--- config.mk ---
export PLATFORM = sky130hd
export DESIGN_NAME = decode_issue
export DESIGN_NICKNAME = d
export VERILOG_FILES = /design/src/hw/decode_pkg.sv /design/src/hw/instr_decode.sv /design/src/hw/reg_scoreboard.sv /design/src/hw/issue_slot.sv /design/src/hw/issue_controller.sv /design/src/hw/decode_issue.sv
export SDC_FILE = /design/constraint.sdc
export NUM_CORES = 1
export LEC_CHECK = 0
export ABC_AREA = 1
export BUFFER_PORTS_ARGS = -buffer_cell sky130_fd_sc_hd__buf_4
export CAP_MARGIN = 40
export CORE_AREA = 5 5 295 297
export CTS_CLUSTER_SIZE = 30
export DETAILED_ROUTE_END_ITERATION = 10
export DIE_AREA = 0 0 300 302
export GPL_ROUTABILITY_DRIVEN = 0
export PLACE_DENSITY_LB_ADDON = 0.1
export SYNTH_ARGS = -nofsm -noshare
export SYNTH_HDL_FRONTEND = slang
export SYNTH_SLANG_ARGS = --single-unit
--- constraint.sdc ---
create_clock -name clk -period 5.3 [get_ports clk]
set_clock_uncertainty 0.15 [all_clocks]
set_input_delay 0 -clock clk [delete_from_list [all_inputs] [get_ports clk]]
set_output_delay 0 -clock clk [all_outputs]
set_load 0.01 [all_outputs]
--- src/hw/decode_pkg.sv ---
// widths, encodings and packet layouts shared by the decode and issue stage
// rv32i base set only; compressed and M-extension encodings are not decoded

package decode_pkg;

    localparam int xlen       = 32;
    localparam int num_units  = 4;
    localparam int reg_addr_w = 5;

    // execution unit ports, also the issue slot index
    typedef enum logic [1:0] {
        unit_alu,
        unit_branch,
        unit_ls,
        unit_csr
    } unit_e;

    // instruction bits [6:2], bits [1:0] must be 2'b11
    typedef enum logic [4:0] {
        lui       = 5'b01101,
        auipc     = 5'b00101,
        jal       = 5'b11011,
        jalr      = 5'b11001,
        branch    = 5'b11000,
        load      = 5'b00000,
        store     = 5'b01000,
        arith     = 5'b01100,
        arith_imm = 5'b00100,
        system    = 5'b11100
    } opcode_e;

    // fn3 encodings of the arith and branch groups
    localparam logic [2:0] fn3_add_sub = 3'b000;
    localparam logic [2:0] fn3_sll     = 3'b001;
    localparam logic [2:0] fn3_slt     = 3'b010;
    localparam logic [2:0] fn3_sltu    = 3'b011;
    localparam logic [2:0] fn3_xor     = 3'b100;
    localparam logic [2:0] fn3_sr      = 3'b101;  // srl and sra
    localparam logic [2:0] fn3_or      = 3'b110;
    localparam logic [2:0] fn3_and     = 3'b111;
    localparam logic [2:0] fn3_bltu    = 3'b110;
    localparam logic [2:0] fn3_bgeu    = 3'b111;

    typedef enum logic [1:0] {
        alu_add_sub,
        alu_slt,
        alu_shift,
        alu_logic
    } alu_op_e;

    typedef enum logic [1:0] {
        logic_add,
        logic_xor,
        logic_or,
        logic_and
    } alu_logic_e;

    typedef struct packed {
        logic [31:0]     instr;
        logic [xlen-1:0] pc;
    } fetch_t;

    typedef struct packed {
        logic [xlen-1:0] rs1_data;
        logic [xlen-1:0] rs2_data;
    } rf_read_t;

    typedef struct packed {
        logic subtract;
        logic lshift;
        logic arith;        // shift-in bit for sra
        logic use_signed;
        logic jal;
        logic jalr;
        logic load;
        logic store;
        logic rs1_is_zero;
        logic rd_is_zero;
    } ctrl_t;

    typedef struct packed {
        logic [xlen:0]   in1;   // extra top bit for signed compare
        logic [xlen:0]   in2;
        logic [xlen-1:0] aux;   // shifter input, ls offset or csr address
        logic [xlen-1:0] pc;
        logic [2:0]      fn3;
        ctrl_t           ctrl;
        alu_op_e         alu_op;
        alu_logic_e      logic_op;
    } issue_packet_t;

endpackage

--- src/hw/instr_decode.sv ---
// combinational decode of one rv32i instruction into a unit select and packet
// ecall, ebreak, fence and every M-extension encoding report illegal
// packet fields not used by the selected unit are left at zero

`timescale 1ns/1ns

module instr_decode (
    input  decode_pkg::fetch_t                fetch,
    input  decode_pkg::rf_read_t              rf_data,
    output logic [decode_pkg::reg_addr_w-1:0] rs1_addr,
    output logic [decode_pkg::reg_addr_w-1:0] rs2_addr,
    output logic [decode_pkg::reg_addr_w-1:0] rd_addr,
    output logic                              uses_rs1,
    output logic                              uses_rs2,
    output logic                              writes_rd,
    output logic [decode_pkg::num_units-1:0]  unit_sel,
    output logic                              illegal_instr,
    output decode_pkg::issue_packet_t         packet
);

    logic [31:0]                 instr;
    logic [2:0]                  fn3;
    decode_pkg::opcode_e         opcode;
    logic                        upper_op;  // lui or auipc
    logic [decode_pkg::xlen-1:0] rs1;
    logic [decode_pkg::xlen-1:0] rs2;
    logic [decode_pkg::xlen-1:0] imm_i;
    logic [decode_pkg::xlen-1:0] imm_s;
    logic [decode_pkg::xlen-1:0] imm_u;
    logic [decode_pkg::xlen-1:0] alu_a;
    logic [decode_pkg::xlen-1:0] alu_b;
    logic [decode_pkg::xlen-1:0] rs1_rev;
    logic [decode_pkg::xlen-1:0] csr_src;
    logic                        sign_ext;
    decode_pkg::alu_op_e         alu_op;
    decode_pkg::alu_logic_e      logic_op;

    assign instr    = fetch.instr;
    assign fn3      = instr[14:12];
    assign opcode   = decode_pkg::opcode_e'(instr[6:2]);
    assign upper_op = opcode inside {decode_pkg::lui, decode_pkg::auipc};
    assign rs1_addr = instr[19:15];
    assign rs2_addr = instr[24:20];
    assign rd_addr  = instr[11:7];
    assign rs1      = rf_data.rs1_data;
    assign rs2      = rf_data.rs2_data;

    assign imm_i = {{(decode_pkg::xlen-12){instr[31]}}, instr[31:20]};
    assign imm_s = {{(decode_pkg::xlen-12){instr[31]}}, instr[31:25], instr[11:7]};
    assign imm_u = {instr[31:12], 12'b0};

    //------------------------------------------------------------------
    // unit selection
    //------------------------------------------------------------------
    always_comb begin
        unit_sel = '0;
        if (instr[1:0] == 2'b11) begin
            case (opcode)
                decode_pkg::arith: unit_sel[decode_pkg::unit_alu] = ~instr[25];  // M bit
                decode_pkg::arith_imm,
                decode_pkg::lui,
                decode_pkg::auipc: unit_sel[decode_pkg::unit_alu] = 1'b1;
                decode_pkg::branch,
                decode_pkg::jal,
                decode_pkg::jalr: unit_sel[decode_pkg::unit_branch] = 1'b1;
                decode_pkg::load,
                decode_pkg::store: unit_sel[decode_pkg::unit_ls] = 1'b1;
                decode_pkg::system: unit_sel[decode_pkg::unit_csr] = (fn3 != 3'b000);
                default: ;
            endcase
        end
    end

    assign illegal_instr = ~|unit_sel;

    assign uses_rs1 = (unit_sel[decode_pkg::unit_alu] & ~upper_op)
                    | (unit_sel[decode_pkg::unit_branch] & (opcode != decode_pkg::jal))
                    | unit_sel[decode_pkg::unit_ls]
                    | (unit_sel[decode_pkg::unit_csr] & ~fn3[2]);  // csr imm form
    assign uses_rs2 = (unit_sel[decode_pkg::unit_alu] & (opcode == decode_pkg::arith))
                    | (unit_sel[decode_pkg::unit_branch] & (opcode == decode_pkg::branch))
                    | (unit_sel[decode_pkg::unit_ls] & (opcode == decode_pkg::store));
    assign writes_rd = ~illegal_instr && (rd_addr != '0)
                     && !(opcode inside {decode_pkg::branch, decode_pkg::store});

    //------------------------------------------------------------------
    // alu operand selection
    //------------------------------------------------------------------
    assign alu_a = (opcode == decode_pkg::lui) ? '0 :
                   (opcode == decode_pkg::auipc) ? fetch.pc : rs1;
    assign alu_b = upper_op ? imm_u :
                   (opcode == decode_pkg::arith_imm) ? imm_i : rs2;
    assign sign_ext = (fn3 != decode_pkg::fn3_sltu);
    assign csr_src  = fn3[2] ? {{(decode_pkg::xlen-decode_pkg::reg_addr_w){1'b0}}, rs1_addr}
                             : rs1;

    always_comb begin
        for (int i = 0; i < decode_pkg::xlen; i++) begin
            rs1_rev[i] = rs1[decode_pkg::xlen-1-i];  // sll runs on the right shifter
        end
    end

    always_comb begin
        alu_op   = decode_pkg::alu_add_sub;
        logic_op = decode_pkg::logic_add;
        case (fn3)
            decode_pkg::fn3_sll,
            decode_pkg::fn3_sr: alu_op = decode_pkg::alu_shift;
            decode_pkg::fn3_slt,
            decode_pkg::fn3_sltu: alu_op = decode_pkg::alu_slt;
            decode_pkg::fn3_xor: begin
                alu_op   = decode_pkg::alu_logic;
                logic_op = decode_pkg::logic_xor;
            end
            decode_pkg::fn3_or: begin
                alu_op   = decode_pkg::alu_logic;
                logic_op = decode_pkg::logic_or;
            end
            decode_pkg::fn3_and: begin
                alu_op   = decode_pkg::alu_logic;
                logic_op = decode_pkg::logic_and;
            end
            default: ;
        endcase
        if (upper_op) begin  // lui and auipc go through the adder
            alu_op   = decode_pkg::alu_add_sub;
            logic_op = decode_pkg::logic_add;
        end
    end

    //------------------------------------------------------------------
    // packet per selected unit
    //------------------------------------------------------------------
    always_comb begin
        packet     = '0;
        packet.pc  = fetch.pc;
        packet.fn3 = fn3;
        if (unit_sel[decode_pkg::unit_alu]) begin
            packet.in1 = {alu_a[decode_pkg::xlen-1] & sign_ext, alu_a};
            packet.in2 = {alu_b[decode_pkg::xlen-1] & sign_ext, alu_b};
            packet.aux = fn3[2] ? rs1 : rs1_rev;
            packet.ctrl.subtract = ~upper_op && ((fn3 inside {decode_pkg::fn3_slt,
                decode_pkg::fn3_sltu}) || ((fn3 == decode_pkg::fn3_add_sub) && instr[30]
                && (opcode == decode_pkg::arith)));
            packet.ctrl.arith  = rs1[decode_pkg::xlen-1] & instr[30];
            packet.ctrl.lshift = ~fn3[2];
            packet.alu_op      = alu_op;
            packet.logic_op    = logic_op;
        end else if (unit_sel[decode_pkg::unit_branch]) begin
            packet.in1 = {1'b0, rs1};
            packet.in2 = {1'b0, rs2};
            packet.ctrl.use_signed = !(fn3 inside {decode_pkg::fn3_bltu, decode_pkg::fn3_bgeu});
            packet.ctrl.jal  = (opcode == decode_pkg::jal);
            packet.ctrl.jalr = (opcode == decode_pkg::jalr);
        end else if (unit_sel[decode_pkg::unit_ls]) begin
            packet.in1 = {1'b0, rs1};
            packet.in2 = {1'b0, rs2};
            packet.aux = (opcode == decode_pkg::store) ? imm_s : imm_i;
            packet.ctrl.load  = (opcode == decode_pkg::load);
            packet.ctrl.store = (opcode == decode_pkg::store);
        end else if (unit_sel[decode_pkg::unit_csr]) begin
            packet.in1 = {1'b0, csr_src};
            packet.aux = {{(decode_pkg::xlen-12){1'b0}}, instr[31:20]};  // csr address
            packet.ctrl.rs1_is_zero = (rs1_addr == '0);
            packet.ctrl.rd_is_zero  = (rd_addr == '0);
        end
    end

endmodule

--- src/hw/reg_scoreboard.sv ---
// busy bit per architectural register, set at issue and cleared at writeback
// only source operands are checked, no write-after-write tracking

`timescale 1ns/1ns

module reg_scoreboard (
    input  logic                              clk,
    input  logic                              rst,
    input  logic                              advance,
    input  logic [decode_pkg::reg_addr_w-1:0] rs1_addr,
    input  logic [decode_pkg::reg_addr_w-1:0] rs2_addr,
    input  logic [decode_pkg::reg_addr_w-1:0] rd_addr,
    input  logic                              uses_rs1,
    input  logic                              uses_rs2,
    input  logic                              writes_rd,
    input  logic                              wb_valid,
    input  logic [decode_pkg::reg_addr_w-1:0] wb_rd,
    output logic                              operands_ready
);

    logic [2**decode_pkg::reg_addr_w-1:0] busy;
    logic                                 rs1_conflict;
    logic                                 rs2_conflict;

    always_ff @(posedge clk) begin
        if (rst) begin
            busy <= '0;
        end else begin
            if (wb_valid) begin
                busy[wb_rd] <= 1'b0;
            end
            // issued after the clear so a same-edge set wins
            if (advance && writes_rd && (rd_addr != '0)) begin
                busy[rd_addr] <= 1'b1;
            end
        end
    end

    // no bypass from a writeback in the same cycle
    assign rs1_conflict   = uses_rs1 & busy[rs1_addr];
    assign rs2_conflict   = uses_rs2 & busy[rs2_addr];
    assign operands_ready = ~(rs1_conflict | rs2_conflict);

endmodule

--- src/hw/issue_slot.sv ---
// one execution-unit port, req is a single-cycle pulse one cycle after issue
// packet_out holds its value until the next issue to this unit

`timescale 1ns/1ns

module issue_slot (
    input  logic                      clk,
    input  logic                      rst,
    input  logic                      sel,
    input  logic                      unit_ready,
    input  logic                      advance,
    input  decode_pkg::issue_packet_t packet_in,
    output logic                      accept,
    output logic                      req,
    output decode_pkg::issue_packet_t packet_out
);

    logic issue;

    assign accept = sel & unit_ready;
    assign issue  = advance & accept;

    always_ff @(posedge clk) begin
        if (rst) begin
            req <= 1'b0;
        end else begin
            req <= issue;
        end
    end

    always_ff @(posedge clk) begin
        if (issue) begin
            packet_out <= packet_in;
        end
    end

endmodule

--- src/hw/issue_controller.sv ---
// advance decision for the decode stage and the registered illegal report
// illegal instructions are dropped at once, independent of unit or operand state

`timescale 1ns/1ns

module issue_controller (
    input  logic                             clk,
    input  logic                             rst,
    input  logic                             instr_valid,
    input  logic [decode_pkg::num_units-1:0] accept,
    input  logic                             operands_ready,
    input  logic                             illegal_instr,
    input  logic [decode_pkg::xlen-1:0]      pc,
    output logic                             advance,
    output logic                             illegal,
    output logic [decode_pkg::xlen-1:0]      illegal_pc
);

    logic legal_go;
    logic illegal_go;

    assign legal_go   = (|accept) & operands_ready;  // accept is zero when illegal
    assign illegal_go = instr_valid & illegal_instr;
    assign advance    = instr_valid & (illegal_instr | legal_go);

    always_ff @(posedge clk) begin
        if (rst) begin
            illegal <= 1'b0;
        end else begin
            illegal <= illegal_go;
        end
    end

    always_ff @(posedge clk) begin
        if (illegal_go) begin
            illegal_pc <= pc;  // held for the pulse
        end
    end

endmodule

--- src/hw/decode_issue.sv ---
// decode and issue stage for an in-order rv32i core, one instruction per cycle
// register file is external and must answer rs1_addr/rs2_addr in the same cycle
// unit_req and unit_packet follow acceptance by exactly one cycle

`timescale 1ns/1ns

module decode_issue (
    input  logic                              clk,
    input  logic                              rst,
    input  decode_pkg::fetch_t                fetch,
    input  logic                              instr_valid,
    output logic                              instr_ready,
    output logic [decode_pkg::reg_addr_w-1:0] rs1_addr,
    output logic [decode_pkg::reg_addr_w-1:0] rs2_addr,
    input  decode_pkg::rf_read_t              rf_data,
    input  logic                              wb_valid,
    input  logic [decode_pkg::reg_addr_w-1:0] wb_rd,
    input  logic [decode_pkg::num_units-1:0]  unit_ready,
    output logic [decode_pkg::num_units-1:0]  unit_req,
    output decode_pkg::issue_packet_t         unit_packet [decode_pkg::num_units],
    output logic                              illegal,
    output logic [decode_pkg::xlen-1:0]       illegal_pc
);

    logic [decode_pkg::reg_addr_w-1:0] rd_addr;
    logic                              uses_rs1;
    logic                              uses_rs2;
    logic                              writes_rd;
    logic [decode_pkg::num_units-1:0]  unit_sel;
    logic [decode_pkg::num_units-1:0]  accept;
    logic                              illegal_instr;
    logic                              operands_ready;
    logic                              advance;
    decode_pkg::issue_packet_t         packet;

    instr_decode instr_decode_i (
        .fetch         (fetch),
        .rf_data       (rf_data),
        .rs1_addr      (rs1_addr),
        .rs2_addr      (rs2_addr),
        .rd_addr       (rd_addr),
        .uses_rs1      (uses_rs1),
        .uses_rs2      (uses_rs2),
        .writes_rd     (writes_rd),
        .unit_sel      (unit_sel),
        .illegal_instr (illegal_instr),
        .packet        (packet)
    );

    reg_scoreboard reg_scoreboard_i (
        .clk            (clk),
        .rst            (rst),
        .advance        (advance),
        .rs1_addr       (rs1_addr),
        .rs2_addr       (rs2_addr),
        .rd_addr        (rd_addr),
        .uses_rs1       (uses_rs1),
        .uses_rs2       (uses_rs2),
        .writes_rd      (writes_rd),
        .wb_valid       (wb_valid),
        .wb_rd          (wb_rd),
        .operands_ready (operands_ready)
    );

    //------------------------------------------------------------------
    // one slot per execution unit, indexed by unit_e
    //------------------------------------------------------------------
    for (genvar u = 0; u < decode_pkg::num_units; u++) begin : g_slot
        issue_slot issue_slot_i (
            .clk        (clk),
            .rst        (rst),
            .sel        (unit_sel[u]),
            .unit_ready (unit_ready[u]),
            .advance    (advance),
            .packet_in  (packet),
            .accept     (accept[u]),
            .req        (unit_req[u]),
            .packet_out (unit_packet[u])
        );
    end

    issue_controller issue_controller_i (
        .clk            (clk),
        .rst            (rst),
        .instr_valid    (instr_valid),
        .accept         (accept),
        .operands_ready (operands_ready),
        .illegal_instr  (illegal_instr),
        .pc             (fetch.pc),
        .advance        (advance),
        .illegal        (illegal),
        .illegal_pc     (illegal_pc)
    );

    assign instr_ready = advance;  // pop of the fetch side

endmodule

# Word-level counts from Yosys, hierarchy flattened
# Index checks and enable logic that the tools add are counted.
# W data, S select, Z words.
totals:
  regBits: 657
  latch_bits: 0
  ram_bits: 0
  romBits: 0
  in_bits: 141
  memories: 0
classes:
  addsub: 0
  n_mul: 0
  div_mod_pow: 0
  n_lt_le_gt_ge: 6
  eq_ne: 19
  shift: 0
  muxes: 43
  n_bitwise: 36
  reduce_logical: 31
ops:
  columns: ["cell", "count"]
  rows:
  - ["$mux W32", 14]
  - ["$mux W98", 1]
  - ["$mux W65", 1]
  - ["$and A32 B32 Y32", 1]
  - ["$not A32 Y32", 1]
  - ["$or A32 B32 Y32", 1]
  - ["$lt A5 B6 Y1 const B", 4]
  - ["$and A1 B1 Y1", 22]
  - ["$eq A5 B5 Y1 const B", 4]
  - ["$eq A5 B4 Y1 const B", 3]
  - ["$logic_not A5 Y1", 3]
  - ["$eq A3 B3 Y1 const B", 4]
  - ["$mux W12", 1]
  - ["$mux W4", 3]
  - ["$pmux W2 S3", 2]
  - ["$bmux W1 S5", 2]
  - ["$demux W1 S5", 2]
  - ["$eq A5 B3 Y1 const B", 2]
  - ["$ge A5 B1 Y1 const B", 2]
  - ["$mux W2", 5]
  - ["$logic_and A1 B1 Y1", 9]
  - ["$reduce_or A3 Y1", 3]
  - ["$reduce_bool A2 Y1", 4]
  - ["$reduce_or A4 Y1", 2]
  - ["18 further kinds", 39]

# Depth between registers and ports, before layout
# Gate-level depths: netlist (run 1).
logic_depth:
  word_depth: 17
  mapped_depth: 15

# Hierarchy
# A second synthesis (run 1) with hierarchy kept.
unflattened:
  hier_cells: 1757
  hier_area_um2: 24289.5
modules_own_cells:
  columns: ["module", "n_inst", "cells_per_inst", "area_per_inst_um2", "seq_area_each_um2"]
  rows:
  - ["issue_slot", 4, 153, 4461.8, 4434.3]
  - ["instr_decode", 1, 780, 3482.1, 0.0]
  - ["reg_scoreboard", 1, 322, 1939.4, 640.6]
  - ["issue_controller", 1, 43, 1021.0, 980.9]

# Least setup slack after synthesis (run 1)
# No wires, ideal clock.
synth_path:
  path_type: "input -> register"
  startpoint: "input port fetch[35] (netlist name)"
  endpoint: "register g_slot[0].issue_slot_i.packet_out[0] (netlist name), enable pin"
  setup_ps: 500
  arrival_ps: 4132
  path_slack_ps: 518
  stages: 13
  path_cell_list: "nor2_2 -> inv_1 -> nor2_2 -> nor2_4 -> nand2_1 -> nand3_1 -> nand2_1 -> nand2_2 -> a21oi_4 -> nand2_1 -> nand2_2 -> nand2_1 -> inv_1"
synth_via:
  elab_chain_cells: 15
  elab_cells_between_ends: 47
  cone_classes: "eq/ne: 10; mux: 5; bitwise: 24; reduce/logical: 8"
synth_rtl:
  columns: ["item", "line", "text"]
  rows:
  - ["start: declaration", "decode_issue.sv:10", "input decode_pkg::fetch_t fetch,"]
  - ["$eq A5 B3 Y1, or another cell as far along", "instr_decode.sv:58", "case (opcode)"]
  - ["$reduce_or A3 Y1", "instr_decode.sv:58", null]
  - ["$pmux W1 S2 / $mux W1 (equally long branches)", "instr_decode.sv:58", null]
  - ["$mux W4", "instr_decode.sv:57", "if (instr[1:0] == 2'b11) begin"]
  - ["$and A1 B1 Y1 (on tied branches)", "instr_decode.sv:76, instr_decode.sv:77", null]
  - ["$or A1 B1 Y1", "instr_decode.sv:77", "| (unit_sel[decode_pkg::unit_branch] & (opcode != decode_pkg::jal))"]
  - ["$or A1 B1 Y1", "instr_decode.sv:78", "| unit_sel[decode_pkg::unit_ls]"]
  - ["$or A1 B1 Y1", "instr_decode.sv:79", "| (unit_sel[decode_pkg::unit_csr] & ~fn3[2]);"]
  - ["$and A1 B1 Y1", "reg_scoreboard.sv:40", "assign rs1_conflict = uses_rs1 & busy[rs1_addr];"]
  - ["$or A1 B1 Y1", "reg_scoreboard.sv:42", "assign operands_ready = ~(rs1_conflict | rs2_conflict);"]
  - ["$not A1 Y1", "reg_scoreboard.sv:42", null]
  - ["$and A1 B1 Y1", "issue_controller.sv:22", "assign legal_go = (|accept) & operands_ready;"]
  - ["$or A1 B1 Y1 (*)", "issue_controller.sv:24", "assign advance = instr_valid & (illegal_instr | legal_go);"]
  - ["$and A1 B1 Y1 (*)", "issue_controller.sv:24", null]
  - ["net instr_ready", "decode_issue.sv:12", "output logic instr_ready,"]
  - ["$and A1 B1 Y1 (*)", "issue_slot.sv:21", "assign issue = advance & accept;"]
  - ["net g_slot[0].issue_slot_i.issue", "issue_slot.sv:18", "logic issue;"]
  - ["end signal: assignment", "issue_slot.sv:33", "packet_out <= packet_in;"]
  - ["end: declaration", "issue_slot.sv:15", "output decode_pkg::issue_packet_t packet_out"]
# The timed path passes the listed nets; every way through them passes the cells marked *.
# A chain may end at the register's enable or synchronous reset.

# Final worst setup path (run 1)
layout_path:
  startpoint: "input port fetch[46] (netlist name)"
  endpoint: "register g_slot[3].issue_slot_i.packet_out[8] (netlist name), enable pin"
layout_via:
  elab_chain_cells: 12
  elab_cells_between_ends: 17
  cone_classes: "mux: 2; bitwise: 11; reduce/logical: 4"
layout_rtl:
  columns: ["item", "line", "text"]
  rows:
  - ["$reduce_bool A3 Y1", "instr_decode.sv:68", "decode_pkg::system: unit_sel[decode_pkg::unit_csr] = (fn3 != 3'b000);"]
  - ["$mux W1", "instr_decode.sv:58", null]
  - ["$mux W4", "instr_decode.sv:57", null]
  - ["$and A1 B1 Y1", "instr_decode.sv:79", null]
  - ["$or A1 B1 Y1", "instr_decode.sv:79", null]
  - ["$and A1 B1 Y1", "reg_scoreboard.sv:40", null]
  - ["$or A1 B1 Y1", "reg_scoreboard.sv:42", null]
  - ["$not A1 Y1", "reg_scoreboard.sv:42", null]
  - ["$and A1 B1 Y1", "issue_controller.sv:22", null]
  - ["$or A1 B1 Y1", "issue_controller.sv:24", null]
  - ["$and A1 B1 Y1", "issue_controller.sv:24", null]
  - ["$and A1 B1 Y1 (*)", "issue_slot.sv:21", null]
  - ["net g_slot[3].issue_slot_i.issue", "issue_slot.sv:18", null]
  - ["end signal: assignment", "issue_slot.sv:33", null]
  - ["end: declaration", "issue_slot.sv:15", null]
# Marked as above.

==> results of run 1 <==
Yosys cell counts (all sizes together) (3+ instances only):
| master | instances |
|---|---|
| inv | 89 |
| nand4 | 37 |
| nand2 | 227 |
| a32o | 3 |
| nand3 | 124 |
| buf | 47 |
| nor2 | 67 |
| o22ai | 3 |
| nor3 | 9 |
| nor4 | 3 |
| a21oi | 36 |
| o211ai | 28 |
| o21ai | 136 |
| clkbuf | 26 |
| dfxtp | 37 |
| edfxtp | 620 |
metal layers:
layer  global-route usage, %  up-vias  share of wire [%]  wire length (um)
met5                       0        -              0.014                14
met4                    5.54        2                2.6              2610
met3                    5.38      127                7.0              7130
met2                    39.7      730                 53             53900
met1                    24.9     8631                 38             38400
li1                        -     7560                  -                 -
report_power, final:
| group | internal, W | switching [W] | total, W |
|---|---|---|---|
| combinational | 0.000248 | 0.000342 | 0.000590 |
| clock | 0.00269 | 0.00213 | 0.00481 |
| sequential | 0.00569 | 0.0000147 | 0.00570 |
registers in the layout, indices dropped and copies added (netlist names):
name / count
g_slot.issue_slot_i.req: 4
issue_controller_i.illegal: 1
g_slot.issue_slot_i.packet_out: 588
issue_controller_i.illegal_pc: 32
reg_scoreboard_i.busy: 32
worst max-delay path: stages:
cell and delay [ns]:
dlygate4sd3_1 0.55, buf_4 0.15, inv_1 0.31, nand3_1 0.25, nand3_1 0.24, inv_1 0.09, nand2_1 0.06, nand2_1 0.04
buf_4 0.20, nand2_1 0.09, nand2_2 0.07, a21oi_4 0.16, buf_4 0.30, nand2_1 0.14, nand2_2 0.14, nand2_1 0.14
inv_6 0.43, buf_12 0.49
cell usage in the layout, fill, tap and decap left out, drive strengths merged:
cell type      count
dfxtp             37
clkdlybuf4s15      2
nor2              67
a211oi             1
dlygate4sd3      187
o32ai              1
o211ai            28
o21ai            136
buf              808
nand2            227
o311ai             1
diode             10
o221ai             1
edfxtp           620
a31oi              1
o22ai              3
clkinv            28
o2111ai            1
inv               93
clkinvlp           4
nand3            124
nand4             37
a21oi             36
a32o               3
clkbuf            97
nor4               3
nor3               9
a32oi              1
through the flow:
step | setup slack (ns) | total power, W | utilization, % | area, sq um
after floorplan | 0.518 | 0.00598 | - | 23400
after global placement | 0.800 | 0.00628 | 36.0 | 30400
after detailed placement | 1.25 | 0.00629 | 36.3 | 30600
after CTS | 1.30 | 0.0113 | 41.2 | 34800
after global routing | 0.985 | 0.0115 | 41.2 | 34800
final | 1.16 | 0.0111 | 41.2 | 34800
final cells by class:
class                   instances  share of cell area, %
repair buffers                997                   23.2
well taps                    1090                   3.92
flip-flops and latches        657                   55.7
inverters                      90                   1.03
multi-input cells             680                   9.54
diodes                         10                 0.0720
clock buffers                  97                   5.72
clock inverters                35                  0.820
worst max path at each step:
stage	slack (ns)	end
5_1_grt	0.99	g_slot[3].issue_slot_i.packet_out[102]
3_5_place_dp	1.25	g_slot[3].issue_slot_i.packet_out[4]
2_1_floorplan	0.52	g_slot[0].issue_slot_i.packet_out[0]
4_1_cts	1.30	g_slot[3].issue_slot_i.packet_out[102]
6_report	1.16	g_slot[3].issue_slot_i.packet_out[8]
3_3_place_gp	0.80	g_slot[2].issue_slot_i.packet_out[42]
logic make-up (layout without fill, tap and decap cells):
family	Yosys count	after routing	synth area share, %
other	0	10	0
buffers and inverters	163	1219	3.17
and+or+nand+nor	467	467	8.99
DFF	657	657	82.7
AOI/OAI and AO/OA	213	213	5.13
==> summary.md, run 1 <==
| Metric | Value |
|---|---|
| Hold path cells | 3 |
| Final setup fails | 0 |
| Num CTS Buffers | 75 |
| Syn Area/Cell | 15.6 sq um |
| Hold Path End | g_slot[2].issue_slot_i.packet_out[106] |
| CTS hold repair buffers | 187 |
| DR iter-0 viols | 1309 |
| Worst r2r src | reg_scoreboard_i.busy[4] |
| Critical Path Fanout Max | 93 |
| Vias in the first global route | around 17000 |
| #FFs+latches synth | 657 |
| Largest net degree at the start of global routing | 94 |
| R2R cell count | 13 |
| PortBufs | 776 |
| WL per Instance | 27.9 um |
| Root Buffer | clkbuf_16 |
| Hold_sp | fetch[57] |
| Max Root-Sink Buffers | 3 |
| Via density | roughly 4.7 |
| Yosys top cell area share | 79.6% |
| Period Utilization, post-route | 78.1% |
| Final Hold Fails | 0 |
| Mapped Nets | 1641 |
| DRC Markers | 0 |
| Fillers | 7893 |
| Critical R2R Capture | g_slot[3].issue_slot_i.packet_out[8] |
| Flop2flop setup slack | 1.79 ns |
| Yosys warns | 0 |
| CTS clk-pin slew, worst paths | 0.05 ns |
| Post-synthesis cell area | ~23000 sq um |
| Storage cell area | 19400 sq um |
| Die Y | 302 um |
| Count of different cell masters after synthesis | 36 |
| Multi-input combinational cell area | 3320 sq um |
| Peak VDD IR | between 0.0002 and 0.00025 V |
| Worst min path class | in -> reg |
| Async set or reset register ratio after synthesis | 0% |
| Synth area leaders | edfxtp_1 (80%), nand2_1 (3.5%), dfxtp_1 (3.2%) |
| DR vias | 17100 |
| Final ANT Viol Nets | 0 |
| EDFF count, synth | 620 |
| Status | completed |
| Top-Level Pins | 777 |
| CTS tree | done |
| GRT Util Overall | 21.5% |
| Initial Util | about 28% |
| CP Capture Type | flip-flop |
| Post-route setup TNS | 0 ns |
| CP required | 5.38 ns |
| Dpl hpwl | 76800 um |
| Post-synth top flop | edfxtp_1 |
| Post-cts sizing count | 0 |
| Fin crit period | 4.14 ns |
| Hold slack | 0.0243 ns |
| Final net count | 2642 |
| Area delta synth->final | 48.6% |
| Die Width | 300 um |
| H-tree Lvls | 3 |
| Register area share after synthesis | 82.7% |
| Crit start category | input pin |
| Core Region | between 80000 and 90000 sq um |
| GRT overflow | 0 |
| PD cells | 319 nW/um^2 |
| Pleak | 12.0 nW |
| Die ar. | 90600 sq um |
| Unrepaired setup endpoints after global routing | false |
| Fin. max-slew vios | 0 |
| Placed insts | between 3000 and 4000 |
| Non-filler cells, final | 3656 |
| Slew @ Worst Pin | between 0.9 and 1 ns |
| WP data arrival | 4.22 ns |
| Antenna violations before repair | 11 |
| Cell taking the most area after synthesis | edfxtp_1 |
| Final wirelength | 102000 um |
| Number of setup buffers added after CTS | 0 |
| Syn Inst Count | 1500 |
| Max Cap Viol | 0 |
| Crit. Startpoint | fetch[46] |
| Max-slew headroom | 35.0% |
| Clk Latency, worst-skew pair | 0.61 ns |
| Maximum clock frequency | 242 MHz |
| Critical path type | in -> reg |
| Clock Sinks | between 600 and 700 |
| Layout cells sized above 1 | 36.9% |
| Global-route wire length before repair | approximately 140000 um |
| First-pass detailed-route iteration total | 7 |
| Site Rows | 107 |
Note: power is estimated with default switching activity, not from simulation.
==> run 2: changes to the inputs <==
==> constraint.sdc (replaced) <==
create_clock -name clk -period 3.8 [get_ports clk]
set_clock_uncertainty 0.15 [all_clocks]
set_input_delay 0 -clock clk [delete_from_list [all_inputs] [get_ports clk]]
set_output_delay 0 -clock clk [all_outputs]
set_load 0.01 [all_outputs]
==> run 2 against run 1 <==
  * The run now ends with hold timing left
  * Combinational power grew 39%
  * Non-clock buffer count up 15
  * Total power increased by 44%
  * Die area unchanged
  * Count of clock-buffer cells in the layout down 10
  * Global-route usage decreased by 0.19 points
  * Critical endpoint is now reg_scoreboard_i.busy[19]
  * Largest power group unchanged
==> summary.md, run 2 (synthesized netlist as in run 1, its figures left out) <==
| Metric | Value |
|---|---|
| Fin crit period | 3.41 ns |
| CP Cell Sequence | dlygate4sd3_1 > buf_4 > nor2_2 > nand2_1 > nor2_1 > nand2_1 > a21oi_4 > nor2_2 > nand2_1 > nand2_1 > inv_2 > nand4_1 > dlygate4sd3_1 > a21oi_1 > dlygate4sd3_1 |
| GRT overflow | 0 (unchanged) |
| Status | complete, but fails checks |
| Die Width | 300 um (unchanged) |
| Logic gate share of total power | 5.1% (-0.2 points) |
| Area delta synth->final | 50.1% |
| Post-route setup TNS | 0 ns (unchanged) |
| Final Hold Fails | 2 (+2) |
| PortBufs | 776 (unchanged) |
| Top-Level Pins | 777 (unchanged) |
| Slowest CP cell | dlygate4sd3_1 |
| Max reg flops | 588 (unchanged) |
| Antenna violations before repair | 6 (-5) |
| CP required | 4.21 ns (-1.17 ns) |
| Peak VDD IR | 0.000315 V (+29%) |
| Internal | 0.0125 W (+45%) |
| Sw Share | 21.7% (-0.70 points) |
| Cell mode on critical path | nand2_1 |
| Critical Path Fanout Max | 31 (-67%) |
| H-tree Lvls | 3 (unchanged) |
| Max-slew headroom | 46.8% (+12 points) |
| Period Utilization, post-route | between 80 and 90% |
| Max Cap Viol | 0 (unchanged) |
| Core Region | 84300 sq um (unchanged) |
| Power Total | 0.0160 W (+44%) |
| Final setup fails | 0 (unchanged) |
| CTS hold repair buffers | 194 (+3.7%) |
| Final net count | 2657 (+0.57%) |
| Die ar. | 90600 sq um (unchanged) |
| Final worst setup slack | 0.387 ns (-0.775 ns) |
| Largest net degree at the start of global routing | 62 (-34%) |
| GRT Util Overall | 21.3% (-0.19 points) |
| Crit start category | input pin |
| Die Y | 302 um (unchanged) |
| Site Rows | 107 (unchanged) |
| WL per Instance | 27.7 um (-0.86%) |
| Switching power | 0.00347 W (+40%) |
| Layout cells sized above 1 | 37.7% (+0.78 points) |
| Number of setup buffers added after CTS | 0 (unchanged) |
| DRC Markers | 0 (unchanged) |
| Clk Latency, worst-skew pair | 0.62 ns (about the same) |
| Root Buffer | clkbuf_16 |
| Failing checks | hold timing |
| Largest Register | g_slot.issue_slot_i.packet_out |
| Commonest cells after routing, fill and taps aside | buf_4 (806), edfxtp_1 (620), nand2_1 (214) |
| Pleak | 12.2 nW (+1.6%) |
| PD cells | 455 nW/um^2 (+43%) |
| Part of the power in registers | 49.7% (-1.6 points) |
| Via density | 4.68 (+0.40%) |
| Dpl hpwl | 75900 um (-1.1%) |
| CP Capture Type | flip-flop |
| Final Util | 41.7% (+0.42 points) |
| Num CTS Buffers | 75 (unchanged) |
| CTS clk-pin slew, worst paths | 0.06 ns (about the same) |
| Maximum clock frequency | 293 MHz |
| Critical path type | in -> reg |
| Leading registers by flop count | g_slot.issue_slot_i.packet_out x588, issue_controller_i.illegal_pc x32, reg_scoreboard_i.busy x32 |
| Initial Util | 27.7% (unchanged) |
| Post-cts sizing count | 0 (unchanged) |
| DR iter-0 viols | 1110 (-15%) |
| Hold slack | -0.000420 ns (-0.0247 ns) |
| First-pass detailed-route iteration total | 5 (-2) |
| Worst min path class | in -> reg |
| Global-route wire length before repair | 137000 um (-0.43%) |
| DP Worst Slack | 0.726 ns (-0.520 ns) |
| Clock share of power | 45.2% (+1.8 points) |
| Final wirelength | 101000 um (-0.62%) |
| WP data arrival | 3.83 ns (-0.39 ns) |
| Max stage delay on crit path | 0.58 ns (+0.03 ns) |
| DR vias | 17200 (+0.65%) |
| Unrepaired setup endpoints after global routing | false |
| Slew @ Worst Pin | 0.789 ns (-0.176 ns) |
| CTS tree | done |
| Max Root-Sink Buffers | 3 (unchanged) |
| Clock Sinks | 657 (unchanged) |
| Vias in the first global route | 17300 (+0.62%) |
| Fin. max-slew vios | 0 (unchanged) |
| Most common cell after layout, fill and taps aside | buf_4 |
| Final ANT Viol Nets | 0 (unchanged) |
==> run 2: changes by cell type in the layout (fill, tap and decap cells not counted), sizes merged <==
| cell | delta |
|---|---|
| dlygate4sd3 | +7 |
| diode | -7 |
| clkinvlp | +3 |
| clkbuf | -10 |
| clkinv | +3 |
| inv | -3 |
| buf | +10 |
| bufinv | +8 |
| clkdlybuf4s15 | -2 |
==> run 2: critical path: cells and delay by family <==
kind | cells | cell delay (ns)
and+or+nand+nor | 8 | 1.13
buffers and inverters | 5 | 2.26
AOI/OAI and AO/OA | 2 | 0.42
==> run 2: power groups by stage <==
| stage | clock (W) | combinational [W] | sequential [W] |
|---|---|---|---|
| floorplan | 0 | 0.000207 | 0.00813 |
| global placement | 0 | 0.000665 | 0.00810 |
| detailed placement | 0 | 0.000669 | 0.00810 |
| CTS | 0.00740 | 0.000828 | 0.00795 |
| global route | 0.00773 | 0.000874 | 0.00795 |
| finish | 0.00723 | 0.000820 | 0.00795 |
==> run 2: cell type report <==
class / count / area, sq um
clock inverters: 46 / 520
fillers: 7850 / 49200
clock buffers: 87 / 1940
inverters: 90 / 365
multi-input cells: 680 / 3370
well taps: 1090 / 1360
diodes: 3 / 7.51
flip-flops and latches: 657 / 19400
repair buffers: 1012 / 8200
==> run 2: stage by stage <==
stage	instance area (sq um)	std cells
2_1_floorplan	23500	1500
3_3_place_gp	30700	3333
3_5_place_dp	30700	3335
4_1_cts	35100	3662
5_1_grt	35100	3663
6_report	35100	3665
==> run 2: per-layer routing <==
layer / up-vias / wire length, um / track usage [%] / share of wire (%)
met4: 4 / 1690 / 4.09 / 1.7
met5: - / 26 / 0 / 0.026
met2: 732 / 53700 / 39.3 / 53
met1: 8750 / 38800 / 25.2 / 38
met3: 100 / 7200 / 5.50 / 7.1
li1: 7574 / - / - / -
==> run 2: path summary, 6_finish.rpt <==
| check | start | endpoint | slack [ns] | cells after the start |
|---|---|---|---|---|
| max | fetch[35] | reg_scoreboard_i.busy[19] | 0.39 | 15 |
| min | fetch[57] | g_slot[3].issue_slot_i.packet_out[106] | -0.0004 | 3 |
| max reg2reg | reg_scoreboard_i.busy[25] | reg_scoreboard_i.busy[19] | 0.78 | 12 |
| min reg2reg | reg_scoreboard_i.busy[0] | reg_scoreboard_i.busy[0] | 0.32 | 2 |
